[src/lg_defs.svh]
//////////////////////////////
// waveform generator widths, register map
// and unity gain constant
//////////////////////////////
`ifndef LG_DEFS_SVH
`define LG_DEFS_SVH

`define LG_DW      14               // sample width
`define LG_CWM     10               // table address bits
`define LG_CWF     16               // pointer fraction bits
`define LG_CWL     32               // burst length counter
`define LG_CWN     16               // burst number counter
`define LG_TN      4                // external triggers
`define LG_MUL_ONE (16'h1 << 14)    // gain 1.0 in 2.14

// register offsets, low 6 address bits
`define LG_A_CTL   6'h00
`define LG_A_TRG   6'h04
`define LG_A_SIZ   6'h10
`define LG_A_OFF   6'h14
`define LG_A_STP   6'h18
`define LG_A_BCF   6'h20
`define LG_A_BDL   6'h24
`define LG_A_BLN   6'h28
`define LG_A_BNM   6'h2c
`define LG_A_SBL   6'h30
`define LG_A_SBN   6'h34
`define LG_A_MUL   6'h38
`define LG_A_SUM   6'h3c

`endif

[src/lg_pkg.sv]
//////////////////////////////
// shared types of the waveform
// generator
//////////////////////////////
`include "lg_defs.svh"
`default_nettype none

package lg_pkg;

  typedef logic signed [`LG_DW-1:0]         sample_t;  // dac sample
  typedef logic [`LG_CWM+`LG_CWF-1:0]       ptr_t;     // int.frac table pointer
  typedef logic signed [15:0]               gain_t;    // 2.14 gain
  typedef logic [`LG_TN-1:0]                trg_t;     // trigger vector

endpackage

`default_nettype wire

[src/lg_regs.sv]
//////////////////////////////
// bus register file: config, control
// pulses, status readback and routing
// of accesses into the waveform table
//////////////////////////////
`timescale 1ns/1ps
`include "lg_defs.svh"
`default_nettype none

module lg_regs (
  input  logic                bus,
  input  logic                rst_n,
  input  logic [31:0]         addr,
  input  logic [31:0]         wdata,
  input  logic                wen,
  input  logic                ren,
  output logic [31:0]         rdata,
  output logic                ack,
  // table port
  output logic                buf_wen,
  output logic                buf_ren,
  output logic [`LG_CWM-1:0]  buf_addr,
  output lg_pkg::sample_t     buf_wdata,
  input  lg_pkg::sample_t     buf_rdata,
  // control
  output logic                ctl_rst,
  output logic                trg_swo,
  // config
  output lg_pkg::trg_t        cfg_trg,
  output lg_pkg::ptr_t        cfg_siz,
  output lg_pkg::ptr_t        cfg_off,
  output lg_pkg::ptr_t        cfg_stp,
  output logic                cfg_ben,
  output logic                cfg_inf,
  output logic [`LG_CWM-1:0]  cfg_bdl,
  output logic [`LG_CWL-1:0]  cfg_bln,
  output logic [`LG_CWN-1:0]  cfg_bnm,
  output lg_pkg::gain_t       cfg_mul,
  output lg_pkg::sample_t     cfg_sum,
  // status
  input  logic                sts_run,
  input  logic [`LG_CWL-1:0]  sts_bln,
  input  logic [`LG_CWN-1:0]  sts_bnm
);

  localparam int PW = `LG_CWM + `LG_CWF;  // pointer width

  logic        buf_sel;    // table window hit
  logic        reg_wen;    // register write
  logic [5:0]  reg_adr;
  logic        buf_ack;    // pending ack is a table read
  logic [31:0] reg_rdata;

  assign buf_sel = addr[`LG_CWM+2];
  assign reg_adr = addr[5:0];
  assign reg_wen = wen & ~buf_sel;

  // table steering, word addressed
  assign buf_wen   = wen & buf_sel;
  assign buf_ren   = ren & buf_sel;
  assign buf_addr  = addr[`LG_CWM+1:2];
  assign buf_wdata = wdata[`LG_DW-1:0];

  // strobes live only in the write cycle
  assign ctl_rst = reg_wen & (reg_adr == `LG_A_CTL) & wdata[0];
  assign trg_swo = reg_wen & (reg_adr == `LG_A_CTL) & wdata[1];

  //////////////////////////////
  // config registers
  //////////////////////////////
  always_ff @(posedge bus or negedge rst_n) begin
    if (!rst_n) begin
      cfg_trg <= '0;
      cfg_siz <= '0;
      cfg_off <= '0;
      cfg_stp <= '0;
      cfg_ben <= 1'b0;
      cfg_inf <= 1'b0;
      cfg_bdl <= '0;
      cfg_bln <= '0;
      cfg_bnm <= '0;
      cfg_mul <= `LG_MUL_ONE;  // unity gain
      cfg_sum <= '0;
    end else if (reg_wen) begin
      case (reg_adr)
        `LG_A_TRG: cfg_trg <= wdata[`LG_TN-1:0];
        `LG_A_SIZ: cfg_siz <= wdata[PW-1:0];
        `LG_A_OFF: cfg_off <= wdata[PW-1:0];
        `LG_A_STP: cfg_stp <= wdata[PW-1:0];
        `LG_A_BCF: begin
          cfg_ben <= wdata[0];
          cfg_inf <= wdata[1];
        end
        `LG_A_BDL: cfg_bdl <= wdata[`LG_CWM-1:0];
        `LG_A_BLN: cfg_bln <= wdata[`LG_CWL-1:0];
        `LG_A_BNM: cfg_bnm <= wdata[`LG_CWN-1:0];
        `LG_A_MUL: cfg_mul <= wdata[15:0];
        `LG_A_SUM: cfg_sum <= wdata[`LG_DW-1:0];
        default: ;               // ctl and status are not stored
      endcase
    end
  end

  //////////////////////////////
  // readback
  //////////////////////////////
  always_ff @(posedge bus) begin
    if (ren) begin
      case (reg_adr)
        `LG_A_CTL: reg_rdata <= {28'h0, ~sts_run, sts_run, 2'b00};
        `LG_A_TRG: reg_rdata <= 32'(cfg_trg);
        `LG_A_SIZ: reg_rdata <= 32'(cfg_siz);
        `LG_A_OFF: reg_rdata <= 32'(cfg_off);
        `LG_A_STP: reg_rdata <= 32'(cfg_stp);
        `LG_A_BCF: reg_rdata <= {30'h0, cfg_inf, cfg_ben};
        `LG_A_BDL: reg_rdata <= 32'(cfg_bdl);
        `LG_A_BLN: reg_rdata <= 32'(cfg_bln);
        `LG_A_BNM: reg_rdata <= 32'(cfg_bnm);
        `LG_A_SBL: reg_rdata <= 32'(sts_bln);
        `LG_A_SBN: reg_rdata <= 32'(sts_bnm);
        `LG_A_MUL: reg_rdata <= 32'($unsigned(cfg_mul));  // field only
        `LG_A_SUM: reg_rdata <= 32'($unsigned(cfg_sum));
        default:   reg_rdata <= '0;   // unmapped
      endcase
    end
  end

  always_ff @(posedge bus or negedge rst_n) begin
    if (!rst_n) begin
      ack     <= 1'b0;
      buf_ack <= 1'b0;
    end else begin
      ack     <= wen | ren;           // one cycle, table and regs alike
      buf_ack <= ren & buf_sel;
    end
  end

  // table data arrives in the ack cycle, sign extended
  assign rdata = buf_ack ? 32'(buf_rdata) : reg_rdata;

  // single-cycle strobes must give single-cycle acks
  a_ack_pulse: assert property (@(posedge bus) disable iff (!rst_n) ack |=> !ack);

endmodule

`default_nettype wire

[config.mk]
export PLATFORM = sky130hd
export DESIGN_NAME = lg_regs
export DESIGN_NICKNAME = d
export VERILOG_FILES = /design/src/lg_pkg.sv /design/src/lg_regs.sv
export VERILOG_INCLUDE_DIRS = /design/src /design/src/src
export SDC_FILE = /design/constraint.sdc
export NUM_CORES = 1
export LEC_CHECK = 0
export BUFFER_PORTS_ARGS = -buffer_cell sky130_fd_sc_hd__buf_2
export CORE_MARGIN = 4
export CORE_UTILIZATION = 35
export DETAILED_ROUTE_END_ITERATION = 8
export PLACE_DENSITY_LB_ADDON = 0.1
export SLEW_MARGIN = 40
export SYNTH_ARGS = -nofsm -noshare
export SYNTH_HDL_FRONTEND = slang
export SYNTH_SLANG_ARGS = --single-unit
[constraint.sdc]
create_clock -name bus -period 1.9 [get_ports bus]
set_input_delay 0.475 -clock bus [delete_from_list [all_inputs] [get_ports bus]]
set_output_delay 0.475 -clock bus [all_outputs]
set_load 0.1 [all_outputs]
Yosys cells after proc, flatten, opt, wreduce, memory -nomap -nowiden. Cells that the tools add are included. Widths: inputs -> output; s select.

Bits in registers: 206. Input bits: 131.

Equality and inequality tests: 12. Multiplexer cells: 2. Bitwise logic cells: 9. Reduce and logical (&&, ||, !) cells: 11.

Operator list (number): $pmux 32 s13 (1); $eq 6x6->1 const B (8); $mux 32 (1); $reduce_and 2->1 (10); $eq 6x5->1 const B (3); $and 1x1->1 (6); $eq 6x3->1 const B (1); $logic_not 6->1 (1); $not 1->1 (2); $or 1x1->1 (1).

Logic depth before layout (Yosys ltp).
Depth in word-level cells: 4. Mapped depth: 7. Depth with buffers taken out: 4.

Worst setup path before layout. Ideal clock, no wire load.

Kind: flip-flop to output port. From: register buf_ack. To: output rdata[13]. Arrival time: 2.728 ns. Data required time: 1.425 ns. Slack: -1.303 ns. Stages on the path, launching flop included: 3. Path buffers: 1. Cell sequence: dfrtp_1 -> clkbuf_1 -> o21ai_0.

Longest elaborated chain between the ends: 1.

RTL lines: start, declared (RTL line lg_regs.sv:51) `logic buf_ack;`; start signal, assigned (RTL line lg_regs.sv:134) `buf_ack <= ren & buf_sel;`; $mux 32 (RTL line lg_regs.sv:139) `assign rdata = buf_ack ? 32'(buf_rdata) : reg_rdata;`; end, declared (RTL line lg_regs.sv:17) `output logic [31:0] rdata,`.

No other way between the ends.

Final worst setup path.
From: register buf_ack. To: output rdata[31].

The elaborated chain is that of the path after synthesis.

==> metrics.txt <==
status=finished, violations left; failing checks=negative setup slack; Least-Margin Pin Slew=574 ps; Psw=5.62 mW; slowest stage delay, CP=430 ps; Synth cell types=46; Seq pwr share=35.4%; combinational share of power=31.3%; final hold slack=180 ps; post-synthesis area per instance=13.4 um2; share of cells above drive strength 1=63.7%; top_reg_cell synth=dfrtp_1; grt ovf=0; Setup crit end kind=output pin; wire per inst=23.8 um; Std-Cell Rows=60; worst slack at placement=-355 ps; WP data arrival=1640 ps; Pwr Density=997 nW/um2; Peak VDD IR=0.647 mV; placed standard-cell area=13,300 um2; Worst Path Required=1420 ps; post-route cell area=14,400 um2; FF-to-FF Start=cfg_trg[2]; # clock sinks=206; register area share after synthesis=55.4%; Hold EP=ack; final setup margin=-214 ps; most frequent cells in the layout=270 x buf_2, 170 x dfrtp_1, 155 x mux2_2; Post-synth ARST share=84.5%; metal2 WL=16,700 um; fin crit share=111%; largest net degree at the start of global routing=45; boundary pin count=364; Final Hold Violating Endpoints=0; H-tree depth=1; sw frac=39.1%; clk slew on worst S/H paths=60 ps; critical path's top delay family=buffers and inverters; Hold Path Origin=wen; Register-to-Register Path Depth=3; setup TNS=-6420 ps; DRC marker count from the first detailed-route iteration=429; number of global-route vias before repair=8,051; Setup-failing EPs final=34; Routability Congestion=0.797; mux cell area share after synthesis=24.6%; post-synthesis adder-cell area fraction=0%; commonest non-fill, non-tap cell in the layout=buf_2; Power Total=14.4 mW; Max transition margin=61.7%; TritonCTS buffer count=24; CP max FO=11; Syn Std Cell Area=9600 um2; final net count=1,247; die area=30,100 um2; Via density=5.20; worst reg2reg setup slack=310 ps; final WL=35,100 um; critical path, cell by cell=buf_12 -> buf_6 -> o21ai_4 -> buf_12; number of diodes=0; Buf+Inv Stages, Crit Path=3; Compound-Gate Fraction of Synth Area=8.78%; # DRC=0; main combinational cell family by area after synthesis=multiplexers; Max Cap Viol=0; xor and xnor area share after synthesis=0%; Root Buffer=clkbuf_16; CP dominant cell by count=buf_12; Final min period=2110 ps; fin cells=1,475; Crit-path slowest cell=dfrtp_2; Max Fclk=473 MHz; starting density of the core=35.6%; Leak=7.41 nW; Hold WC Path Type=in2reg; CTS tree=yes; DR vias=7,671; PortBufs=332; M1 WL=15,100 um; Post-synth EDFFs=32; chip height=174 um; Top Layer Used=met5; Tot GR Track Use=22.6%; Post-Synthesis Cells=716; hold depth=2; fin. max-slew vios=0; syn_nets=847; crit start category=flop; final core utilization=53.5%; hpwl dp=26,000 um; simple-gate share of the synthesized area=6.50%; global-route wire length before repair=52,600 um; clock network power share=33.3%; CTS max path bufs=3; initial antenna violation count=7; Yosys reg bits=206; placed cell count=1,427; DIE WIDTH=174 um; r2r endpoint=reg_rdata[2]; met3 wire length=2590 um; clock latency on the worst-skew pair=530 ps; Core Region=27,000 um2; clock skew=17.3 ps; Pint=8.75 mW; Crit Path Class=reg2out; Synth Warn #=0; Area growth syn-to-layout=50.2%; Pre-antenna DRT Iters=5; unrepaired setup endpoints after global routing=yes; Routed Antenna Nets=0
-- how the worst max path moves through the flow --
| stage | start | endpoint | cells after the start |
|---|---|---|---|
| 2_1_floorplan | addr[5] | cfg_siz[16] | 7 |
| 5_1_grt | buf_ack | rdata[17] | 4 |
| 3_3_place_gp | addr[2] | cfg_mul[1] | 7 |
| 6_report | buf_ack | rdata[31] | 4 |
| 3_5_place_dp | addr[2] | cfg_mul[1] | 7 |
| 4_1_cts | buf_ack | rdata[8] | 3 |
-- flip-flops by register name, summed over array words and instances, names as in the netlist --
register and count:
reg_rdata 32, cfg_siz 26, cfg_trg 4, cfg_bdl 10, cfg_off 26, cfg_mul 16, cfg_bln 32, cfg_inf 1
cfg_sum 14, cfg_bnm 16, cfg_ben 1, ack 1, buf_ack 1, cfg_stp 26
-- power by group through the flow --
stage	Sequential, mW	Clock [mW]	Combinational [mW]
2_1_floorplan	7.32	0	1.20
3_3_place_gp	5.16	0	4.44
3_5_place_dp	5.16	0	4.46
4_1_cts	5.08	4.92	4.52
5_1_grt	5.13	5.10	4.64
6_report	5.08	4.79	4.50
-- repair_timing --
item                                    CTS  global route
hold buffers                              1             0
gates cloned                              1             0
endpoints found under the setup margin   36            40
pin swaps                                 3             2
resized for setup                        53             9
setup buffers                             1             3
endpoints found under the hold margin    38             0
-- final cells by class --
class | count | area [um2]
Fill cell | 2325 | 12500
Sequential cell | 206 | 5320
Multi-Input combinational cell | 423 | 4250
Timing Repair Buffer | 441 | 3530
Clock buffer | 33 | 644
Tap cell | 341 | 427
Clock inverter | 11 | 169
Inverter | 20 | 75.1
-- layer usage --
metal | vias to the layer above | track usage, %
met1 | 3830 | 30.2
met5 | - | 0
met4 | 14 | 4.68
met2 | 297 | 37.2
li1 | 3473 | -
met3 | 57 | 6.17
-- Yosys cell counts (all sizes together), types with 3 or more instances --
cell	instances	share of area [%]
o21ai	20	1.0
a22oi	60	4.7
nor2b	5	0.33
clkbuf	27	1.1
and3	13	0.85
nand3b	4	0.31
a22o	13	1.2
nor2	11	0.66
and2	6	0.39
dfrtp	173	45
mux2	195	24
nand4	9	0.59
edfxtp	32	10
a2111oi	4	0.36
nor3b	5	0.39
a32oi	4	0.36
nand2	21	0.95
mux2i	7	0.73
nand3	19	0.99
nor3	4	0.33
a221oi	5	0.46
o22ai	3	0.20
inv	20	0.78
buf	40	2.9
-- cell families (layout without fill, tap and decap cells) --
group | Yosys count | after routing
muxes | 203 | 203
and+or+nand+nor | 105 | 105
AOI/OAI and AO/OA | 115 | 115
buffers and inverters | 87 | 505
DFF | 206 | 206
Note: power is estimated with default switching activity, not from simulation.
