--- src/lg_defs.svh ---
//////////////////////////////
// waveform generator widths, register map
// and unity gain constant
//////////////////////////////
`ifndef LG_DEFS_SVH
`define LG_DEFS_SVH

`define LG_DW      14               // sample width
`define LG_CWM     10               // table address bits
`define LG_CWF     16               // pointer fraction bits
`define LG_CWL     32               // burst length counter
`define LG_CWN     16               // burst number counter
`define LG_TN      4                // external triggers
`define LG_MUL_ONE (16'h1 << 14)    // gain 1.0 in 2.14

// register offsets, low 6 address bits
`define LG_A_CTL   6'h00
`define LG_A_TRG   6'h04
`define LG_A_SIZ   6'h10
`define LG_A_OFF   6'h14
`define LG_A_STP   6'h18
`define LG_A_BCF   6'h20
`define LG_A_BDL   6'h24
`define LG_A_BLN   6'h28
`define LG_A_BNM   6'h2c
`define LG_A_SBL   6'h30
`define LG_A_SBN   6'h34
`define LG_A_MUL   6'h38
`define LG_A_SUM   6'h3c

`endif

--- src/lg_pkg.sv ---
//////////////////////////////
// shared types of the waveform
// generator
//////////////////////////////
`include "lg_defs.svh"
`default_nettype none

package lg_pkg;

  typedef logic signed [`LG_DW-1:0]         sample_t;  // dac sample
  typedef logic [`LG_CWM+`LG_CWF-1:0]       ptr_t;     // int.frac table pointer
  typedef logic signed [15:0]               gain_t;    // 2.14 gain
  typedef logic [`LG_TN-1:0]                trg_t;     // trigger vector

endpackage

`default_nettype wire

--- src/lg_asg.sv ---
//////////////////////////////
// playback engine: trigger, fixed
// point table pointer with wrap,
// burst counters and sample output
//////////////////////////////
`timescale 1ns/1ps
`include "lg_defs.svh"
`default_nettype none

module lg_asg (
  input  logic                bus,
  input  logic                rst_n,
  input  lg_pkg::trg_t        trg_ext,
  input  logic                trg_swo,
  input  logic                ctl_rst,
  input  lg_pkg::trg_t        cfg_trg,
  input  lg_pkg::ptr_t        cfg_siz,
  input  lg_pkg::ptr_t        cfg_off,
  input  lg_pkg::ptr_t        cfg_stp,
  input  logic                cfg_ben,
  input  logic                cfg_inf,
  input  logic [`LG_CWM-1:0]  cfg_bdl,
  input  logic [`LG_CWL-1:0]  cfg_bln,
  input  logic [`LG_CWN-1:0]  cfg_bnm,
  output logic [`LG_CWM-1:0]  rd_addr,
  input  lg_pkg::sample_t     rd_data,
  output logic                stg_valid,
  output lg_pkg::sample_t     stg_data,
  input  logic                stg_ready,
  output logic                trg_out,
  output logic                irq_trg,
  output logic                irq_stp,
  output logic                sts_run,
  output logic [`LG_CWL-1:0]  sts_bln,
  output logic [`LG_CWN-1:0]  sts_bnm
);
  import lg_pkg::*;

  localparam int PW = `LG_CWM + `LG_CWF;

  typedef enum logic [1:0] {ST_IDLE, ST_DATA, ST_PAUSE} state_t;

  state_t              state;
  trg_t                trg_q;       // for edge detect
  logic                start;
  ptr_t                ptr;
  logic [PW:0]         ptr_sum;     // one spare bit for the carry
  logic [PW:0]         ptr_wrp;
  logic [`LG_CWL-1:0]  bln_nxt;
  logic [`LG_CWN-1:0]  bnm_nxt;
  logic                phs_end;     // last sample of data or pause
  logic                bnm_last;
  logic                adv;         // issue one sample slot
  logic                rd_req;      // slot reads the table
  logic [`LG_CWM-1:0]  ra;          // address of the read in flight
  logic                rd_vld;      // rd_data holds a pending sample
  logic                rd_zro;      // pending sample is pause
  logic                ld;          // pending sample moves to output

  //////////////////////////////
  // trigger
  //////////////////////////////
  always_ff @(posedge bus or negedge rst_n) begin
    if (!rst_n) begin
      trg_q <= '0;
    end else begin
      trg_q <= trg_ext;
    end
  end

  // sw pulse or masked rising edge, ignored while running
  assign start = (trg_swo | (|(trg_ext & ~trg_q & cfg_trg))) & (state == ST_IDLE) & ~ctl_rst;

  //////////////////////////////
  // pointer and counters
  //////////////////////////////
  assign ptr_sum  = {1'b0, ptr} + {1'b0, cfg_stp};
  assign ptr_wrp  = (ptr_sum >= {1'b0, cfg_siz}) ? ptr_sum - {1'b0, cfg_siz} : ptr_sum;
  assign bln_nxt  = sts_bln + 1'b1;
  assign bnm_nxt  = sts_bnm + 1'b1;
  assign bnm_last = ~cfg_inf & (bnm_nxt == cfg_bnm);
  assign phs_end  = (state == ST_DATA) ? cfg_ben & (bln_nxt == `LG_CWL'(cfg_bdl))
                                       : (bln_nxt == cfg_bln);

  assign ld     = rd_vld & (~stg_valid | stg_ready);
  assign adv    = (state != ST_IDLE) & (~rd_vld | ld);  // room once the pending one moves
  assign rd_req = adv & (state == ST_DATA);
  assign rd_addr = rd_req ? ptr[PW-1:`LG_CWF] : ra;
  assign sts_run = state != ST_IDLE;

  always_ff @(posedge bus or negedge rst_n) begin
    if (!rst_n) begin
      state   <= ST_IDLE;
      ptr     <= '0;
      sts_bln <= '0;
      sts_bnm <= '0;
      trg_out <= 1'b0;
      irq_trg <= 1'b0;
      irq_stp <= 1'b0;
    end else begin
      trg_out <= start;
      irq_trg <= start;
      irq_stp <= 1'b0;
      if (ctl_rst) begin
        state   <= ST_IDLE;
        sts_bln <= '0;
        sts_bnm <= '0;
      end else if (start) begin
        state   <= ST_DATA;
        ptr     <= cfg_off;
        sts_bln <= '0;
        sts_bnm <= '0;
      end else if (adv) begin
        sts_bln <= bln_nxt;
        if (state == ST_DATA) begin
          ptr <= ptr_wrp[PW-1:0];
        end
        if (phs_end) begin
          if (state == ST_DATA && cfg_bln != '0) begin
            state   <= ST_PAUSE;   // zeros follow
            sts_bln <= '0;
          end else if (bnm_last) begin
            state   <= ST_IDLE;    // final counts stay visible
            sts_bnm <= bnm_nxt;
            irq_stp <= 1'b1;
          end else begin
            state   <= ST_DATA;    // next burst from the offset
            ptr     <= cfg_off;
            sts_bln <= '0;
            sts_bnm <= bnm_nxt;
          end
        end
      end
    end
  end

  //////////////////////////////
  // output register
  //////////////////////////////
  always_ff @(posedge bus or negedge rst_n) begin
    if (!rst_n) begin
      rd_vld    <= 1'b0;
      stg_valid <= 1'b0;
    end else begin
      rd_vld <= ~ctl_rst & (adv | (rd_vld & ~ld));  // drop the pending read on reset
      if (ld) begin
        stg_valid <= 1'b1;
      end else if (stg_ready) begin
        stg_valid <= 1'b0;
      end
    end
  end

  always_ff @(posedge bus) begin
    ra <= rd_addr;
    if (adv) begin
      rd_zro <= state == ST_PAUSE;
    end
    if (ld) begin
      stg_data <= rd_zro ? '0 : rd_data;
    end
  end

  a_stg_hold: assert property (@(posedge bus) disable iff (!rst_n)
    stg_valid && !stg_ready |=> stg_valid && $stable(stg_data));

  // table reads stay inside the configured size
  a_rd_range: assert property (@(posedge bus) disable iff (!rst_n)
    rd_req |-> rd_addr < cfg_siz[PW-1:`LG_CWF]);

endmodule

`default_nettype wire

--- config.mk ---
export PLATFORM = sky130hd
export DESIGN_NAME = lg_asg
export DESIGN_NICKNAME = d
export VERILOG_FILES = /design/src/lg_pkg.sv /design/src/lg_asg.sv
export VERILOG_INCLUDE_DIRS = /design/src /design/src/src
export SDC_FILE = /design/constraint.sdc
export NUM_CORES = 1
export LEC_CHECK = 0
export BUFFER_PORTS_ARGS = -buffer_cell sky130_fd_sc_hd__buf_2
export CAP_MARGIN = 20
export CORE_MARGIN = 3
export CORE_UTILIZATION = 57
export CTS_BUF_LIST = sky130_fd_sc_hd__clkbuf_2 sky130_fd_sc_hd__clkbuf_4 sky130_fd_sc_hd__clkbuf_8
export CTS_CLUSTER_DIAMETER = 60
export CTS_CLUSTER_SIZE = 25
export DETAILED_ROUTE_END_ITERATION = 8
export PLACE_DENSITY = 0.83
export SLEW_MARGIN = 30
export SYNTH_ARGS = -nofsm -noshare
export SYNTH_HDL_FRONTEND = slang
export SYNTH_SLANG_ARGS = --single-unit
--- constraint.sdc ---
create_clock -name bus -period 5.92 [get_ports bus]
set_input_delay 1.184 -clock bus [delete_from_list [all_inputs] [get_ports bus]]
set_output_delay 1.184 -clock bus [all_outputs]
set_load 0.02 [all_outputs]
Word level (Yosys, flattened, before mapping)
Cells that the tools add are included.
{"block": "word_totals", "register_bits": 109, "out_inout_bits": 77, "word_cells": 90}
{"block": "op_classes", "n_lt_le_gt_ge": 1, "n_reduce_logical": 12, "mux": 34, "eq_ne": 6, "n_bitwise": 21, "n_addsub": 4}
{"cell": "$mux 32", "n": 6}
{"cell": "$mux 26", "n": 7}
{"cell": "$mux 16", "n": 5}
{"cell": "$add 32x1->32 const B", "n": 1}
{"cell": "$eq 32x10->1", "n": 1}
{"cell": "$eq 32x32->1", "n": 1}
{"cell": "$reduce_bool 32->1", "n": 1}
{"cell": "$add 26x26->27", "n": 1}
{"cell": "$ge 27x26->1", "n": 1}
{"cell": "$sub 26x26->26", "n": 1}
{"cell": "$add 16x1->16 const B", "n": 1}
{"cell": "$eq 16x16->1", "n": 1}
{"cell": "$mux 1", "n": 10}
{"cell": "$mux 10", "n": 1}
{"cell": "$mux 2", "n": 5}
{"cell": "$and 1x1->1", "n": 9}
{"cell": "$and 4x4->4", "n": 2}
{"cell": "$reduce_bool 2->1", "n": 3}
{"cell": "$reduce_bool 3->1", "n": 2}
{"cell": "$not 1->1", "n": 5}
{"cell": "$not 4->4", "n": 1}
{"cell": "$or 1x1->1", "n": 4}
{"cell": "$reduce_and 2->1", "n": 2}
{"cell": "$reduce_or 4->1", "n": 1}
{"cell": "other kinds (6)", "n": 6}

Depth between registers and ports, before layout
{"block": "depth", "word_depth": 9, "mapped_depth": 24}

Worst setup path before layout
OpenSTA, ideal clock, no wires.
{"block": "synth_path", "kind": "input -> register", "from": "input port cfg_stp[1]", "to": "register ptr[10]", "path_buffers": 2, "setup_slack_ns": 0.418, "setup_time_ns": 0.133, "cell_stages": 20, "required_time_ns": 5.787, "arrival_time_ns": 5.369, "cell_sequence": "ha_1 > a211oi_1 > o21ai_0 > a31o_2 > a2111oi_0 > o31ai_1 > o21ai_0 > nand2b_1 > xor2_1 > ha_1 > and3_1 > and2_1 > and3_1 > a21oi_1 > a31oi_1 > nand2b_1 > clkbuf_1 > clkbuf_1 > mux2i_1 > o21ai_0"}
{"block": "synth_between", "elab_chain_cells": 9, "elab_cells_between_ends": 10, "classes_between": "2 x add/sub; 1 x order compare; 7 x mux"}
{"item": "start, declared", "line_no": "lg_asg.sv:19", "text": "input lg_pkg::ptr_t cfg_stp,"}
{"item": "$add 26x26->27 (*)", "line_no": "lg_asg.sv:77", "text": "assign ptr_sum = {1'b0, ptr} + {1'b0, cfg_stp};"}
{"item": "$sub 26x26->26 / $ge 27x26->1 (equally long branches)", "line_no": "lg_asg.sv:78", "text": "assign ptr_wrp = (ptr_sum >= {1'b0, cfg_siz}) ? ptr_sum - {1'b0, cfg_siz} : ptr_sum;"}
{"item": "$mux 26 (*)", "line_no": "lg_asg.sv:78"}
{"item": "$mux 26 (*)", "line_no": "lg_asg.sv:115", "text": "if (state == ST_DATA) begin"}
{"item": "$mux 26", "line_no": "lg_asg.sv:122", "text": "end else if (bnm_last) begin"}
{"item": "$mux 26", "line_no": "lg_asg.sv:119", "text": "if (state == ST_DATA && cfg_bln != '0) begin"}
{"item": "$mux 26 (*)", "line_no": "lg_asg.sv:118", "text": "if (phs_end) begin"}
{"item": "$mux 26 (*)", "line_no": "lg_asg.sv:113", "text": "end else if (adv) begin"}
{"item": "$mux 26 (*)", "line_no": "lg_asg.sv:108", "text": "end else if (start) begin"}
{"item": "end signal, assigned", "line_no": "lg_asg.sv:110", "text": "ptr <= cfg_off;"}
{"item": "end signal, assigned", "line_no": "lg_asg.sv:116", "text": "ptr <= ptr_wrp[PW-1:0];"}
{"item": "end signal, assigned", "line_no": "lg_asg.sv:128", "text": "ptr <= cfg_off;"}
{"item": "end, declared", "line_no": "lg_asg.sv:46", "text": "ptr_t ptr;"}
Mark *: on every way between the ends. The rest lies on a longest branch, timed or not. The select of a mux whose other input is x is not followed.
A chain may end at the register's enable or synchronous reset.

Final worst setup path
{"block": "layout_path", "from": "input port cfg_stp[0]", "to": "register ptr[19]"}
The elaborated chain is that of the path after synthesis.

==> qor.yml <==
yosys_warnings: 0
worstPathArrival_ns: 5.69
first_pass_iters: 5
hold_violations: 0
drt-total-wl_um: 37400
rr_worst_depth: 10
die_height_um: 144
grtUsageTotal_pct: 34.6
dieArea_mm2: 0.0208
yosysUniqueCellTypes: 81
yosysTopAreaCell: "dfrtp_1"
yosysSeqAreaShare_pct: 25.3
internal_power_mw: 2.66
setup-tns-final_ns: 0
antenna_cells: 0
fin_crit_sh_pct: 91.6
grt_antenna_before_repair: 0
vias_per_cell: 6.64
clk_pin_slew_ns: 0.11
rr_endpoint: "sts_bln[31]$_DFFE_PN0P_"
rsz0062_at_grt: "no"
comb_power_share_pct: 71.6
crit_fanout: 27
drc: 0
slew_headroom_pct: 31.1
async_flop_share_pct: 77.1
syn_to_final_growth_pct: 14.0
postRouteAntennaNets: 0
power_density_mw_per_mm2: 417
startpoint: "cfg_stp[0]"
clock-sinks: 109
hp-class: "flip-flop to flip-flop"
worst_ir_drop_vdd_mv: 0.418
grt_pass1_wl_um: 57400
cp-endpoint: "ptr[19]$_DFFE_PN0P_"
grt.overflow.total: 0
switchingPower_mw: 2.51
hpwl_um: 28800
syn_area_mm2: 0.0109
synthFlopType: "dfrtp_1"
fin_area_mm2: 0.0124
drive_gt1_share_pct: 20.3
fillCellCount: 1571
clockRootBuffer: "clkbuf_8"
setup_viol: 0
post_drt_wl_per_cell_um: 20.9
globalplace.congestion: 1.03
num_rows: 49
outcome: "finished, final reports clean"
vias: 11900
start_kind: "primary input"
io_buffers: 241
synth_area_per_cell_um2: 8.02
synth_area_leaders: "dfrtp_1, ha_1, xnor2_1"
maxSlewViolCount: 0
p_clk_share_pct: 9.2
fmax_ghz: 0.184
critical_path_class: "primary input to flip-flop"
p_seq_share_pct: 19.2
core_mm2: 0.0183
regToRegStartpoint: "sts_bln[10]$_DFFE_PN0P_"
power_leakage_nw: 5.52
cp-end-kind: "flip-flop"
ios: 242
fin_nets: 1775
worst_ep_required_time_ns: 6.19
cts_buffers: 9
grt_pass1_vias: 10900
finalCriticalPeriod_ns: 5.42
cts_hold_buffers: 0
drv_cap: 0
syn-num-nets: 1578
worst_slew_pin_slew_ns: 1.02
fin_worst_skew_ns: 0.0155
synth-seq-cells: 109
synth_top_cell_area_share_pct: 19.3
netlist_instances: 1357
grt_max_degree: 62
h-tree-depth: 3
start_util_pct: 59.4
switching_share_pct: 48.6
cts_tree: "yes"
cts_resized: 0
r2r_slack_ns: 0.96
post-cts-setup-buffers: 0
clock_latency_ns: 0.41
cts.path.max_buffers: 2
detail_route.iter0.violations: 1013
dieWidth_um: 144
synth_edf_count: 15
placed_cell_area_mm2: 0.0122
layer usage:
metal  global-route usage [%]  vias up  part of all wire (%)
li1                         -     5507                     -
met4                     13.6        0                   4.2
met1                     46.2     5596                    40
met3                     4.66      104                   8.9
met5                        0        -                     0
met2                     57.2      671                    46
critical path: stages:
cell and delay (ns):
buf_2 0.10, ha_1 0.22, inv_1 0.08, fa_1 0.19, nand2b_1 0.14, a21o_1 0.17, a21oi_1 0.12, o21a_1 0.21
o21ai_0 0.17, nand2b_1 0.11, a211o_1 0.31, xor2_1 0.16, ha_1 0.39, nand3_1 0.14, a2111oi_0 0.72, o2111ai_1 0.22
a31oi_1 0.22, nand2b_1 0.15, buf_4 0.33, mux2i_1 0.25, o21ai_0 0.10
sequential cells by signal, summed over array words and instances, names as in the netlist:
register and count:
rd_vld 1, rd_zro 1, irq_trg 1, sts_bln 32, sts_bnm 16, ra 10, state 2, irq_stp 1
ptr 26, trg_q 4, stg_data 14, stg_valid 1
cell usage after synthesis, drive strengths merged (14+ instances only):
master   n
inv     63
a22oi   26
or4     15
nor3    45
o21ai   94
or3     30
ha      54
nand2   95
nand4   39
mux2i   31
nand3   42
nand2b  20
buf     27
clkbuf  52
xor2    35
a31oi   15
dfrtp   84
edfxtp  15
a21o    35
xnor2   69
and3    17
nor4    35
o21a    14
nor2    87
nor2b   31
a21oi   67
power groups by stage:
| stage | Clock, mW | Combinational [mW] | Sequential, mW |
|---|---|---|---|
| after detailed placement | 0 | 3.63 | 1.01 |
| after global placement | 0 | 3.58 | 1.01 |
| after global routing | 0.512 | 4.06 | 1.01 |
| after floorplan | 0 | 2.77 | 0.989 |
| after CTS | 0.481 | 3.65 | 0.994 |
| final | 0.475 | 3.70 | 0.995 |
kinds of logic after synthesis:
family	count (synthesis)	synth area share, %
DFF	109	25.3
adders and majority gates	56	6.58
muxes	42	3.99
buffers and inverters	143	5.46
and+or+nand+nor	512	25.3
AOI/OAI and AO/OA	388	24.2
xor gates and xnor gates	107	9.17
worst min path at each step:
stage,start,end,cells after the start
2_1_floorplan,rd_vld$_DFF_PN0_,stg_valid$_DFFE_PN0P_,1
3_3_place_gp,ra[2]$_DFF_P_,ra[2]$_DFF_P_,1
3_5_place_dp,ra[2]$_DFF_P_,ra[2]$_DFF_P_,1
4_1_cts,ra[2]$_DFF_P_,ra[2]$_DFF_P_,1
5_1_grt,ra[2]$_DFF_P_,ra[2]$_DFF_P_,1
6_report,ra[2]$_DFF_P_,ra[2]$_DFF_P_,1
final cells by class:
type	count	area (µm²)	share of cell area (%)
clock buffer	10	131	1.06
multi-input combinational	1105	7550	60.8
sequential	109	2750	22.2
clock inverter	6	60.1	0.484
tap	229	287	2.31
inverter	64	240	1.94
timing repair buffer	265	1390	11.2
through the flow:
step                      worst slack [ns]  total power [mW]  hold slack (ns)  util (%)  std cells
after floorplan                      0.418              3.76            0.471         -       1357
after global placement               0.230              4.58            0.452      66.6       1772
after detailed placement             0.141              4.63            0.455      66.6       1772
after CTS                            0.553              5.13            0.482      67.6       1788
after global routing                 0.107              5.58            0.494      67.7       1788
final                                0.496              5.17            0.483      67.7       1788
cells in the final DEF (no fill, tap or decap), types with 30 or more instances in the layout:
| master | count |
|---|---|
| nand3_1 | 42 |
| or3_1 | 30 |
| inv_1 | 63 |
| a21oi_1 | 67 |
| nor2_1 | 86 |
| nand4_1 | 38 |
| xor2_1 | 35 |
| ha_1 | 54 |
| nor3_1 | 44 |
| nor4_1 | 33 |
| a21o_1 | 35 |
| mux2i_1 | 31 |
| dfrtp_1 | 84 |
| nor2b_1 | 31 |
| nand2_1 | 95 |
| buf_2 | 240 |
| xnor2_1 | 68 |
| o21ai_0 | 93 |
(Power assumes the default switching activity.)
