--- src/lg_defs.svh ---
//////////////////////////////
// waveform generator widths, register map
// and unity gain constant
//////////////////////////////
`ifndef LG_DEFS_SVH
`define LG_DEFS_SVH

`define LG_DW      14               // sample width
`define LG_CWM     10               // table address bits
`define LG_CWF     16               // pointer fraction bits
`define LG_CWL     32               // burst length counter
`define LG_CWN     16               // burst number counter
`define LG_TN      4                // external triggers
`define LG_MUL_ONE (16'h1 << 14)    // gain 1.0 in 2.14

// register offsets, low 6 address bits
`define LG_A_CTL   6'h00
`define LG_A_TRG   6'h04
`define LG_A_SIZ   6'h10
`define LG_A_OFF   6'h14
`define LG_A_STP   6'h18
`define LG_A_BCF   6'h20
`define LG_A_BDL   6'h24
`define LG_A_BLN   6'h28
`define LG_A_BNM   6'h2c
`define LG_A_SBL   6'h30
`define LG_A_SBN   6'h34
`define LG_A_MUL   6'h38
`define LG_A_SUM   6'h3c

`endif

--- src/lg_pkg.sv ---
//////////////////////////////
// shared types of the waveform
// generator
//////////////////////////////
`include "lg_defs.svh"
`default_nettype none

package lg_pkg;

  typedef logic signed [`LG_DW-1:0]         sample_t;  // dac sample
  typedef logic [`LG_CWM+`LG_CWF-1:0]       ptr_t;     // int.frac table pointer
  typedef logic signed [15:0]               gain_t;    // 2.14 gain
  typedef logic [`LG_TN-1:0]                trg_t;     // trigger vector

endpackage

`default_nettype wire

--- src/lg_lin.sv ---
//////////////////////////////
// gain and offset stage, two
// registers, saturating output
//////////////////////////////
`timescale 1ns/1ps
`include "lg_defs.svh"
`default_nettype none

module lg_lin (
  input  logic              bus,
  input  logic              rst_n,
  input  logic              stg_valid,
  input  lg_pkg::sample_t   stg_data,
  output logic              stg_ready,
  input  lg_pkg::gain_t     cfg_mul,
  input  lg_pkg::sample_t   cfg_sum,
  output logic              sto_valid,
  output lg_pkg::sample_t   sto_data,
  input  logic              sto_ready
);
  import lg_pkg::*;

  logic signed [`LG_DW+15:0]  mul_p;   // full product
  logic signed [15:0]         s1_dat;  // product >>> 14
  logic                       s1_vld;
  logic                       s1_en;
  logic                       s2_en;
  logic signed [16:0]         add_s;
  logic                       add_ok;  // fits the sample range
  sample_t                    add_sat;

  // a stage moves when its successor is empty or draining
  assign s2_en     = ~sto_valid | sto_ready;
  assign s1_en     = ~s1_vld | s2_en;
  assign stg_ready = s1_en;

  assign mul_p = stg_data * cfg_mul;

  assign add_s   = 17'(s1_dat) + 17'(cfg_sum);
  assign add_ok  = (&add_s[16:`LG_DW-1]) | ~(|add_s[16:`LG_DW-1]);
  assign add_sat = add_ok ? add_s[`LG_DW-1:0] : {add_s[16], {(`LG_DW-1){~add_s[16]}}};

  always_ff @(posedge bus or negedge rst_n) begin
    if (!rst_n) begin
      s1_vld    <= 1'b0;
      sto_valid <= 1'b0;
    end else begin
      if (s1_en) s1_vld    <= stg_valid;
      if (s2_en) sto_valid <= s1_vld;
    end
  end

  // data path
  always_ff @(posedge bus) begin
    if (s1_en && stg_valid) begin
      s1_dat <= mul_p[`LG_DW+15:14];  // arithmetic shift by 14
    end
    if (s2_en && s1_vld) begin
      sto_data <= add_sat;
    end
  end

  a_sto_hold: assert property (@(posedge bus) disable iff (!rst_n)
    sto_valid && !sto_ready |=> $stable(sto_data));

endmodule

`default_nettype wire

--- config.mk ---
export PLATFORM = sky130hd
export DESIGN_NAME = lg_lin
export DESIGN_NICKNAME = d
export VERILOG_FILES = /design/src/lg_pkg.sv /design/src/lg_lin.sv
export VERILOG_INCLUDE_DIRS = /design/src /design/src/src
export SDC_FILE = /design/constraint.sdc
export NUM_CORES = 1
export LEC_CHECK = 0
export ABC_CLOCK_PERIOD_IN_PS = 3400
export BUFFER_PORTS_ARGS = -buffer_cell sky130_fd_sc_hd__buf_2
export CAP_MARGIN = 20
export CORE_AREA = 2 2 146 205
export DETAILED_ROUTE_END_ITERATION = 10
export DIE_AREA = 0 0 148 207
export GPL_TIMING_DRIVEN = 0
export PLACE_DENSITY = 0.62
export SETUP_SLACK_MARGIN = 0.15
export SLEW_MARGIN = 25
export SYNTH_ARGS = -nofsm -noshare
export SYNTH_HDL_FRONTEND = slang
export SYNTH_SLANG_ARGS = --single-unit
--- constraint.sdc ---
create_clock -name bus -period 3.4 [get_ports bus]
set_input_delay 0.85 -clock bus [delete_from_list [all_inputs] [get_ports bus]]
set_output_delay 0.85 -clock bus [all_outputs]
set_load 0.005 [all_outputs]
# == Word-level counts from Yosys, hierarchy flattened ==
# Cells that the tools add are included.
# word_totals
reg_bits,32
input_bits,48
out_inout_bits,16
word_cells,18
# classes
add_sub_neg,1
multipliers,1
muxes,1
n_bitwise,7
reduce_logical,4
# op_table
op,n
multiplier 14 x 16 -> 30 bit,1
adder 16 x 14 -> 17 bit,1
two-way mux 14 bit,1
NOT 1 bit,4
AND reduction 4 bit,1
OR reduction 4 bit,1
bitwise OR 1 bit,3
logical AND 1 bit,2

# == Logic depth before layout (Yosys ltp) ==
# Gate-level depths: netlist (run 1).
# logic_depth
ltp_word,5
ltp_mapped,22
ltp_nobuf,21

# == Worst setup path before layout (run 1) ==
# Ideal clock, no wire load.
# synth_timing
path_type,input to register
start,in stg_data[5]
end,"reg s1_dat[14], data pin"
setup_ps,259
t_arrival_ps,6158
t_required_ps,3141
setup_slack_ps,-3017
cell_stages,18
path_buffers,1
cell_sequence,clkbuf_1 -> nand2_1 -> fa_1 -> fa_1 -> inv_1 -> fa_1 -> fa_1 -> fa_1 -> fa_1 -> ha_1 -> a21o_1 -> a21o_1 -> a2111oi_0 -> o31ai_1 -> a31oi_1 -> or2_2 -> a31oi_1 -> o31a_1
# synth_between
elab_chain_cells,1
# synth_lines
item,line_no,text
start: declaration,lg_lin.sv:13,"input lg_pkg::sample_t stg_data,"
multiplier 14 x 16 -> 30 bit,lg_lin.sv:37,assign mul_p = stg_data * cfg_mul;
net mul_p[28],lg_lin.sv:23,logic signed [`LG_DW+15:0] mul_p;
end signal: assignment,lg_lin.sv:56,s1_dat <= mul_p[`LG_DW+15:14];
end: declaration,lg_lin.sv:24,logic signed [15:0] s1_dat;
# The timed path passes the listed nets, and every way through them passes these cells.
# A chain may end at the register's enable or synchronous reset.

# == Worst setup path in the final report (run 1) ==
# layout_timing
start,in stg_data[13]
end,"reg s1_dat[14], data pin"
# Same word-level chain as after synthesis.

==> results of run 1 <==
cell families after synthesis:
group                    synth area share (%)
adder cells (fa/ha/maj)                  54.4
AND/OR/NAND/NOR                          15.7
XOR/XNOR                                 2.98
flip-flops                               9.52
buffers and inverters                    10.2
AO/OA/AOI/OAI                            7.18
cell type report:
class | count | area, um^2 | area share (%)
clock buffer | 5 | 125 | 0.972
inverter | 230 | 866 | 6.72
timing repair buffer | 145 | 1220 | 9.46
sequential | 32 | 951 | 7.39
buffer | 37 | 582 | 4.52
multi-input combinational | 748 | 8640 | 67.1
clock inverter | 3 | 18.8 | 0.146
tap | 380 | 475 | 3.69
worst min-delay path by stage:
stage,startpoint,endpoint,slack (ps),cells after the start
5_1_grt,rst_n,s1_vld$_DFFE_PN0N_,340,1
3_3_place_gp,s1_vld$_DFFE_PN0N_,sto_valid$_DFFE_PN0P_,460,1
3_5_place_dp,s1_vld$_DFFE_PN0N_,sto_valid$_DFFE_PN0P_,490,1
2_1_floorplan,s1_vld$_DFFE_PN0N_,sto_valid$_DFFE_PN0P_,450,1
4_1_cts,rst_n,s1_vld$_DFFE_PN0N_,350,1
6_report,rst_n,s1_vld$_DFFE_PN0N_,340,1
placed cells by master (no fill, tap or decap), types with 5 or more instances in the layout:
cell type,netlist,final
sky130_fd_sc_hd__a211oi_2,0,5
sky130_fd_sc_hd__a21o_1,9,9
sky130_fd_sc_hd__a21oi_1,31,18
sky130_fd_sc_hd__a21oi_2,0,13
sky130_fd_sc_hd__a31oi_4,0,5
sky130_fd_sc_hd__and2_1,109,98
sky130_fd_sc_hd__and2_4,0,11
sky130_fd_sc_hd__buf_12,1,9
sky130_fd_sc_hd__buf_2,0,41
sky130_fd_sc_hd__buf_4,0,71
sky130_fd_sc_hd__buf_6,0,26
sky130_fd_sc_hd__buf_8,0,10
sky130_fd_sc_hd__clkbuf_16,0,16
sky130_fd_sc_hd__clkbuf_8,0,10
sky130_fd_sc_hd__edfxtp_1,30,30
sky130_fd_sc_hd__fa_1,219,203
sky130_fd_sc_hd__fa_2,0,16
sky130_fd_sc_hd__ha_1,84,72
sky130_fd_sc_hd__ha_4,0,8
sky130_fd_sc_hd__inv_1,230,218
sky130_fd_sc_hd__inv_2,0,11
sky130_fd_sc_hd__nand2_1,112,103
sky130_fd_sc_hd__nand2_2,0,7
sky130_fd_sc_hd__nand2b_1,13,13
sky130_fd_sc_hd__nand3_1,10,5
sky130_fd_sc_hd__nand3_2,0,5
sky130_fd_sc_hd__nand4_1,7,7
sky130_fd_sc_hd__nor2_1,26,24
sky130_fd_sc_hd__nor3_1,12,7
sky130_fd_sc_hd__o21a_1,6,6
sky130_fd_sc_hd__o21ai_0,16,9
sky130_fd_sc_hd__xnor2_1,27,25
sky130_fd_sc_hd__xor2_1,7,7
flip-flops by register name (all words and copies together), names as in the netlist:
name	cells
s1_dat	16
sto_valid	1
s1_vld	1
sto_data	14
layer usage:
| layer | vias up | share of wire [%] | track usage (%) | wire length (um) |
|---|---|---|---|---|
| met1 | 3985 | 36 | 19.6 | 9560 |
| met5 | - | 0 | 0 | 0 |
| li1 | 3513 | - | - | - |
| met2 | 189 | 56 | 33.6 | 14700 |
| met3 | 77 | 3.7 | 2.00 | 989 |
| met4 | 0 | 4.2 | 5.39 | 1110 |
per-stage QoR:
step	area (um^2)	setup slack, ps
final	12900	-2670
after detailed placement	11100	-3430
after global routing	12900	-2860
after CTS	12200	-2730
after floorplan	10300	-2640
after global placement	11100	-3460
what timing repair did:
action / in CTS / in global routing
resized for setup: 128 / 113
cloned: 1 / 1
setup buffers: 52 / 28
endpoints found under the setup margin: 30 / 29
pin swaps: 42 / 73
==> metrics, run 1 <==
YS warnings=0; required time of the critical path=3430 ps; total number of cells along the worst setup path=20; Bufs on Longest Clock Path=2; CTS buffer count=5; number of cell instances on the worst register-to-register path=14; post-synthesis sequential element count=32; category of the worst setup path launch point=input pin; critical path launch point=stg_data[13]; total count of max-transition violations in the final report=0; failing checks=setup timing; wire length of the first global-routing pass=42400 um; crit share post-route=178%; root buffer cell=sky130_fd_sc_hd__clkbuf_16; Core Region=28900 um^2; largest fanout on the critical path=7; final global-route overflow total=0; end point of the critical path=s1_dat[14]$_DFFE_PP_; peak clock frequency supported by timing=165 MHz; number of global-route vias before repair=8624; hold slack final=341 ps; Placed Cells incl. Taps=1490; post-synthesis net count=1398; worst flop-to-flop path startpoint=s1_dat[0]$_DFFE_PP_; commonest cells in the synthesized netlist=sky130_fd_sc_hd__inv_1 (230), sky130_fd_sc_hd__fa_1 (219), sky130_fd_sc_hd__nand2_1 (112), sky130_fd_sc_hd__and2_1 (109), sky130_fd_sc_hd__ha_1 (84); wire length per cell after detailed routing=16.7 um; Final Setup Violations=16; Setup Crit Path Kind=in -> reg; mean post-synth cell area=9.54 um^2; RePlAce Congestion=0.902; overall die area=30600 um^2; Layout Nets=1550; worst max-slew margin expressed relative to the limit=44.2%; post-synthesis sequential area ratio=9.52%; initial antenna violation count=1; number of enable flip-flop cells after synthesis=30; worst-path cell with the longest stage delay=sky130_fd_sc_hd__fa_1; Sinks on Clock Net=32; largest incremental delay on the critical path=550 ps; endpoint kind of the worst setup timing path=register; post-route core utilization=44.6%; die outline height=207 um; Gate Count Post-Synth=1047; list of cells traversed by the critical path=buf_6 > inv_4 > clkbuf_8 > nor2_4 > fa_1 > fa_1 > fa_1 > fa_1 > fa_1 > inv_2 > fa_1 > inv_2 > ha_4 > a21o_1 > a2111oi_4 > o31ai_4 > a31oi_4 > or2_4 > a31oi_4 > o31a_1; final total negative setup slack=-40850 ps; Synth Flop Type=sky130_fd_sc_hd__edfxtp_1; antenna diode count=0; clock transition at the registers of the reported paths=60 ps; top post-synthesis cells by area=sky130_fd_sc_hd__fa_1 (44%), sky130_fd_sc_hd__ha_1 (11%), sky130_fd_sc_hd__edfxtp_1 (9.0%), sky130_fd_sc_hd__inv_1 (8.6%), sky130_fd_sc_hd__and2_1 (6.8%); final routed DRC violation total=0; hold buffer count at cts=0; DRT Wirelength=26400 um; number of standard cells in the final layout excluding fillers=1580; total vias in the final route=7764; max-cap violation count=0; unrepaired setup endpoints after global routing=yes; GRT Overall Usage=17.4%; sum of buffers and inverters on the critical path=5; count of routing violations after the opening detailed-route iteration=304; Die X-Extent=148 um; initial cell density of the core=34.6%; fraction of registers with async set/reset=6.25%; Hold Vio Cnt, Final=0; fraction of post-synthesis cell area in the top cell type by area=43.9%; site row count=74; most area-hungry cell type in the Yosys netlist=sky130_fd_sc_hd__fa_1; DPL Wire Length=20500 um; worst hold path class=in -> async; post-detailed-route count of antenna-violating nets=0; CTS tree=built; fraction of final layout cells sized beyond drive strength 1=26.4%; worst reg-to-reg setup slack=290 ps; minimum setup slack in the final design=-2670 ps; number of buffers inserted by port buffering=63; synthesized area=9990 um^2; arrival time of data at the critical path endpoint=6100 ps; most frequent cell after synthesis=sky130_fd_sc_hd__inv_1; Unique masters post-synth=51; number of I/O pins=64; R2R Path End=sto_data[8]$_DFFE_PP_; cell mode on critical path=sky130_fd_sc_hd__fa_1; clock latency on the worst-skew pair=280 ps; maximum clock skew at final layout=4.32 ps; Pre-antenna DRT Iters=5; number of H-tree branching levels=2; post-route minimum period=6070 ps; fill count=2755; Slew @ Worst Pin=837 ps; maximum number of pins on one net before global-route repair=17; family with the most delay on the worst path=adder cells; area growth from synthesis to final layout=28.9%; mean number of vias per cell=4.91; outcome=finished, violations left
Power of run 1 is left out: the tool's default activity adds up to more than one toggle a clock period on the data nets, which glitch-free logic cannot reach.
==> run 2, diff against run 1 <==
Settings changed: ABC_AREA set to 1, CORE_AREA 2 2 146 205 to 2 2 153 215, DIE_AREA 0 0 148 207 to 0 0 155 217, PLACE_DENSITY 0.62 to 0.61.
==> run 2 against run 1 <==
Against the previous run:
- the flow still finishes with violations (setup timing)
- core utilization decreased by 0.27 points
- register-to-register slack improved by 690 ps
- global-route usage increased by 1.6 points
- synthesized area increased by 10%
- routed wire length increased by 17%
- cell area increased by 9.8%
- via count increased by 22%
- worst hold slack improved by 10 ps
- maximum frequency increased by 5.1%
- die area increased by 9.8%
- synthesized cell count increased by 38%
==> metrics, run 2 <==
fraction of post-synthesis cell area in the top cell type by area=39.8% (was 43.9%); initial cell density of the core=34.5% (was 34.6%); CTS tree=built (unchanged); DRT Wirelength=30800 um (was 26400 um); wire length of the first global-routing pass=50000 um (was 42400 um); fill count=3054 (was 2755); Pre-antenna DRT Iters=6 (was 5); maximum number of pins on one net before global-route repair=17 (unchanged); Slew @ Worst Pin=759 ps (was 837 ps); Layout Nets=1918 (was 1550); Hold Vio Cnt, Final=0 (unchanged); number of H-tree branching levels=2 (unchanged); post-route cell area=14100 um^2 (was 12900 um^2); YS warnings=0 (unchanged); placed cell area=12200 um^2 (was 11100 um^2); post-detailed-route count of antenna-violating nets=0 (unchanged); total vias in the final route=9485 (was 7764); outcome=finished, violations left (unchanged); largest reg by FF count=s1_dat (unchanged); max-cap violation count=0 (unchanged); CTS buffer count=5 (unchanged); fraction of registers with async set/reset=6.25% (unchanged); mean number of vias per cell=4.82 (was 4.91); largest fanout on the critical path=5 (was 7); DPL Wire Length=25000 um (was 20500 um); post-route minimum period=5770 ps (was 6070 ps); registers with the most flip-flops=s1_dat x16, sto_data x14 (unchanged); most frequent cell after synthesis=sky130_fd_sc_hd__inv_1 (unchanged); commonest cells in the synthesized netlist=sky130_fd_sc_hd__inv_1 (413), sky130_fd_sc_hd__nand2_1 (396), sky130_fd_sc_hd__fa_1 (219), sky130_fd_sc_hd__ha_1 (84), sky130_fd_sc_hd__nor2_1 (57) (was sky130_fd_sc_hd__inv_1 (230), sky130_fd_sc_hd__fa_1 (219), sky130_fd_sc_hd__nand2_1 (112), sky130_fd_sc_hd__and2_1 (109), sky130_fd_sc_hd__ha_1 (84)); final global-route overflow total=0 (unchanged); hold buffer count at cts=0 (unchanged); Core Region=31900 um^2 (was 28900 um^2); max FFs per register=16 (unchanged); R2R Path End=sto_data[6]$_DFFE_PP_ (was sto_data[8]$_DFFE_PP_); die outline height=217 um (was 207 um); Unique masters post-synth=31 (was 51); number of global-route vias before repair=10.2k (was 8624); synthesized area=11000 um^2 (was 9990 um^2); clock latency on the worst-skew pair=280 ps (about the same); GRT Overall Usage=19.0% (was 17.4%); fraction of final layout cells sized beyond drive strength 1=24.5% (was 26.4%); count of routing violations after the opening detailed-route iteration=423 (was 304); number of I/O pins=64 (unchanged); initial antenna violation count=0 (was 1); post-synthesis sequential element count=32 (unchanged); Synth Flop Type=sky130_fd_sc_hd__edfxtp_1 (unchanged); top post-synthesis cells by area=sky130_fd_sc_hd__fa_1 (40%), sky130_fd_sc_hd__inv_1 (14%), sky130_fd_sc_hd__nand2_1 (13%), sky130_fd_sc_hd__ha_1 (9.5%), sky130_fd_sc_hd__edfxtp_1 (8.2%) (was sky130_fd_sc_hd__fa_1 (44%), sky130_fd_sc_hd__ha_1 (11%), sky130_fd_sc_hd__edfxtp_1 (9.0%), sky130_fd_sc_hd__inv_1 (8.6%), sky130_fd_sc_hd__and2_1 (6.8%)); number of cell instances on the worst register-to-register path=16 (was 14); Bufs on Longest Clock Path=2 (unchanged); required time of the critical path=3430 ps (about the same); Final Setup Violations=16 (unchanged); Setup Crit Path Kind=in -> reg (unchanged); total count of max-transition violations in the final report=0 (unchanged); worst reg-to-reg setup slack=980 ps (was 290 ps); worst max-slew margin expressed relative to the limit=49.4% (was 44.2%); post-synthesis net count=1791 (was 1398); crit share post-route=170% (was 178%); final routed DRC violation total=0 (unchanged); number of buffers inserted by port buffering=52 (was 63); worst hold path class=in -> async (unchanged); maximum clock skew at final layout=5.65 ps (was 4.32 ps); number of enable flip-flop cells after synthesis=30 (unchanged); root buffer cell=sky130_fd_sc_hd__clkbuf_16 (unchanged); most frequent cells in the layout=sky130_fd_sc_hd__inv_1 (393), sky130_fd_sc_hd__nand2_1 (355), sky130_fd_sc_hd__fa_1 (194), sky130_fd_sc_hd__ha_1 (63), sky130_fd_sc_hd__buf_4 (59) (was sky130_fd_sc_hd__inv_1 (218), sky130_fd_sc_hd__fa_1 (203), sky130_fd_sc_hd__nand2_1 (103), sky130_fd_sc_hd__and2_1 (98), sky130_fd_sc_hd__ha_1 (72)); Gate Count Post-Synth=1440 (was 1047); post-synthesis sequential area ratio=8.63% (was 9.52%); unrepaired setup endpoints after global routing=yes (unchanged); clock transition at the registers of the reported paths=50 ps (was 60 ps); RePlAce Congestion=0.934 (was 0.902); area growth from synthesis to final layout=28.4% (was 28.9%); peak clock frequency supported by timing=173 MHz (was 165 MHz); most frequent standard cell in the layout excluding fill and tap cells=sky130_fd_sc_hd__inv_1 (unchanged); wire length per cell after detailed routing=15.6 um (was 16.7 um); Sinks on Clock Net=32 (unchanged); Die X-Extent=155 um (was 148 um); failing checks=setup timing (unchanged); site row count=78 (was 74); most area-hungry cell type in the Yosys netlist=sky130_fd_sc_hd__fa_1 (unchanged); overall die area=33600 um^2 (was 30600 um^2); mean post-synth cell area=7.65 um^2 (was 9.54 um^2); antenna diode count=0 (unchanged); minimum setup slack in the final design=-2370 ps (was -2670 ps); arrival time of data at the critical path endpoint=5800 ps (was 6100 ps); critical path launch point=stg_data[13] (unchanged); category of the worst setup path launch point=input pin (unchanged); endpoint kind of the worst setup timing path=register (unchanged); worst flop-to-flop path startpoint=s1_dat[0]$_DFFE_PP_ (unchanged)
-- run 2: changes by cell type after synthesis, moves of 6 or more --
cell and change:
sky130_fd_sc_hd__inv_1 +183, sky130_fd_sc_hd__a31oi_1 -6, sky130_fd_sc_hd__nand2_1 +284, sky130_fd_sc_hd__a211oi_1 -7
sky130_fd_sc_hd__nor3_1 -7, sky130_fd_sc_hd__nand2b_1 -13, sky130_fd_sc_hd__nor2_1 +31, sky130_fd_sc_hd__and2_1 -109
sky130_fd_sc_hd__xor2_1 +10, sky130_fd_sc_hd__nand3_1 +38, sky130_fd_sc_hd__nand2_2 +17, sky130_fd_sc_hd__xnor2_1 -15
-- run 2: routing by layer --
metal  vias up  global-route usage, %  wire (um)
met5         -                      0          0
met4         0                   9.69       1910
met3       120                   1.53       1260
met2       293                   36.4      16600
met1      4675                   20.7      11000
li1       4397                      -          -
-- run 2: how the worst max path moves through the flow --
stage,endpoint,slack (ps),cells after the start
2_1_floorplan,s1_dat[13]$_DFFE_PP_,-2260,21
3_3_place_gp,s1_dat[14]$_DFFE_PP_,-3120,20
3_5_place_dp,s1_dat[14]$_DFFE_PP_,-3100,20
4_1_cts,s1_dat[15]$_DFFE_PP_,-2330,24
5_1_grt,s1_dat[14]$_DFFE_PP_,-2520,24
6_report,s1_dat[12]$_DFFE_PP_,-2370,20
-- run 2: layout make-up --
type	instances	area, um^2	share of cell area [%]
repair buffers	119	930	6.57
repair inverters	1	7.51	0.0531
clock buffers	8	156	1.11
inverters	418	1570	11.1
multi-input cells	946	9260	65.5
plain buffers	44	763	5.40
well taps	400	500	3.54
flip-flops and latches	32	951	6.73
-- run 2: through the flow --
| stage | std cells | hold slack, ps | setup TNS, ps | util [%] | setup WS (ps) |
|---|---|---|---|---|---|
| after global routing | 1968 | 349 | -38770 | 44.3 | -2520 |
| after floorplan | 1440 | 447 | -33850 | - | -2260 |
| after global placement | 1892 | 458 | -46320 | 38.3 | -3120 |
| after CTS | 1956 | 344 | -35520 | 43.2 | -2330 |
| final | 1968 | 351 | -37000 | 44.3 | -2370 |
| after detailed placement | 1892 | 489 | -47050 | 38.3 | -3100 |
-- run 2: what timing repair did --
action,in CTS,in global routing
setup endpoints to repair,16,16
gates cloned,6,0
pin swaps,75,53
buffers inserted,50,12
gates resized for setup,227,72
-- run 2: logic make-up (layout without fill, tap and decap cells) --
| group | count (synthesis) | in the layout | share of synthesized area [%] |
|---|---|---|---|
| DFF | 32 | 32 | 8.63 |
| xor gates and xnor gates | 29 | 29 | 2.31 |
| adders and majority gates | 303 | 303 | 49.3 |
| AOI/OAI and AO/OA | 69 | 69 | 3.48 |
| and+or+nand+nor | 545 | 545 | 20.3 |
| buffers and inverters | 462 | 590 | 15.9 |
-- run 2: critical path: stages --
cell and delay, ps:
sky130_fd_sc_hd__buf_8 80, sky130_fd_sc_hd__buf_4 120, sky130_fd_sc_hd__clkinvlp_4 130, sky130_fd_sc_hd__buf_6 140
sky130_fd_sc_hd__or2_2 280, sky130_fd_sc_hd__fa_1 470, sky130_fd_sc_hd__fa_1 490, sky130_fd_sc_hd__inv_1 50
sky130_fd_sc_hd__fa_2 540, sky130_fd_sc_hd__fa_1 430, sky130_fd_sc_hd__fa_2 540, sky130_fd_sc_hd__fa_1 450
sky130_fd_sc_hd__ha_4 290, sky130_fd_sc_hd__a21o_4 250, sky130_fd_sc_hd__a31oi_4 190, sky130_fd_sc_hd__o21ai_1 110
sky130_fd_sc_hd__a21oi_2 180, sky130_fd_sc_hd__nand2_1 70, sky130_fd_sc_hd__nand2_1 70, sky130_fd_sc_hd__nand2_2 60
Power of run 2 is left out for the same reason.
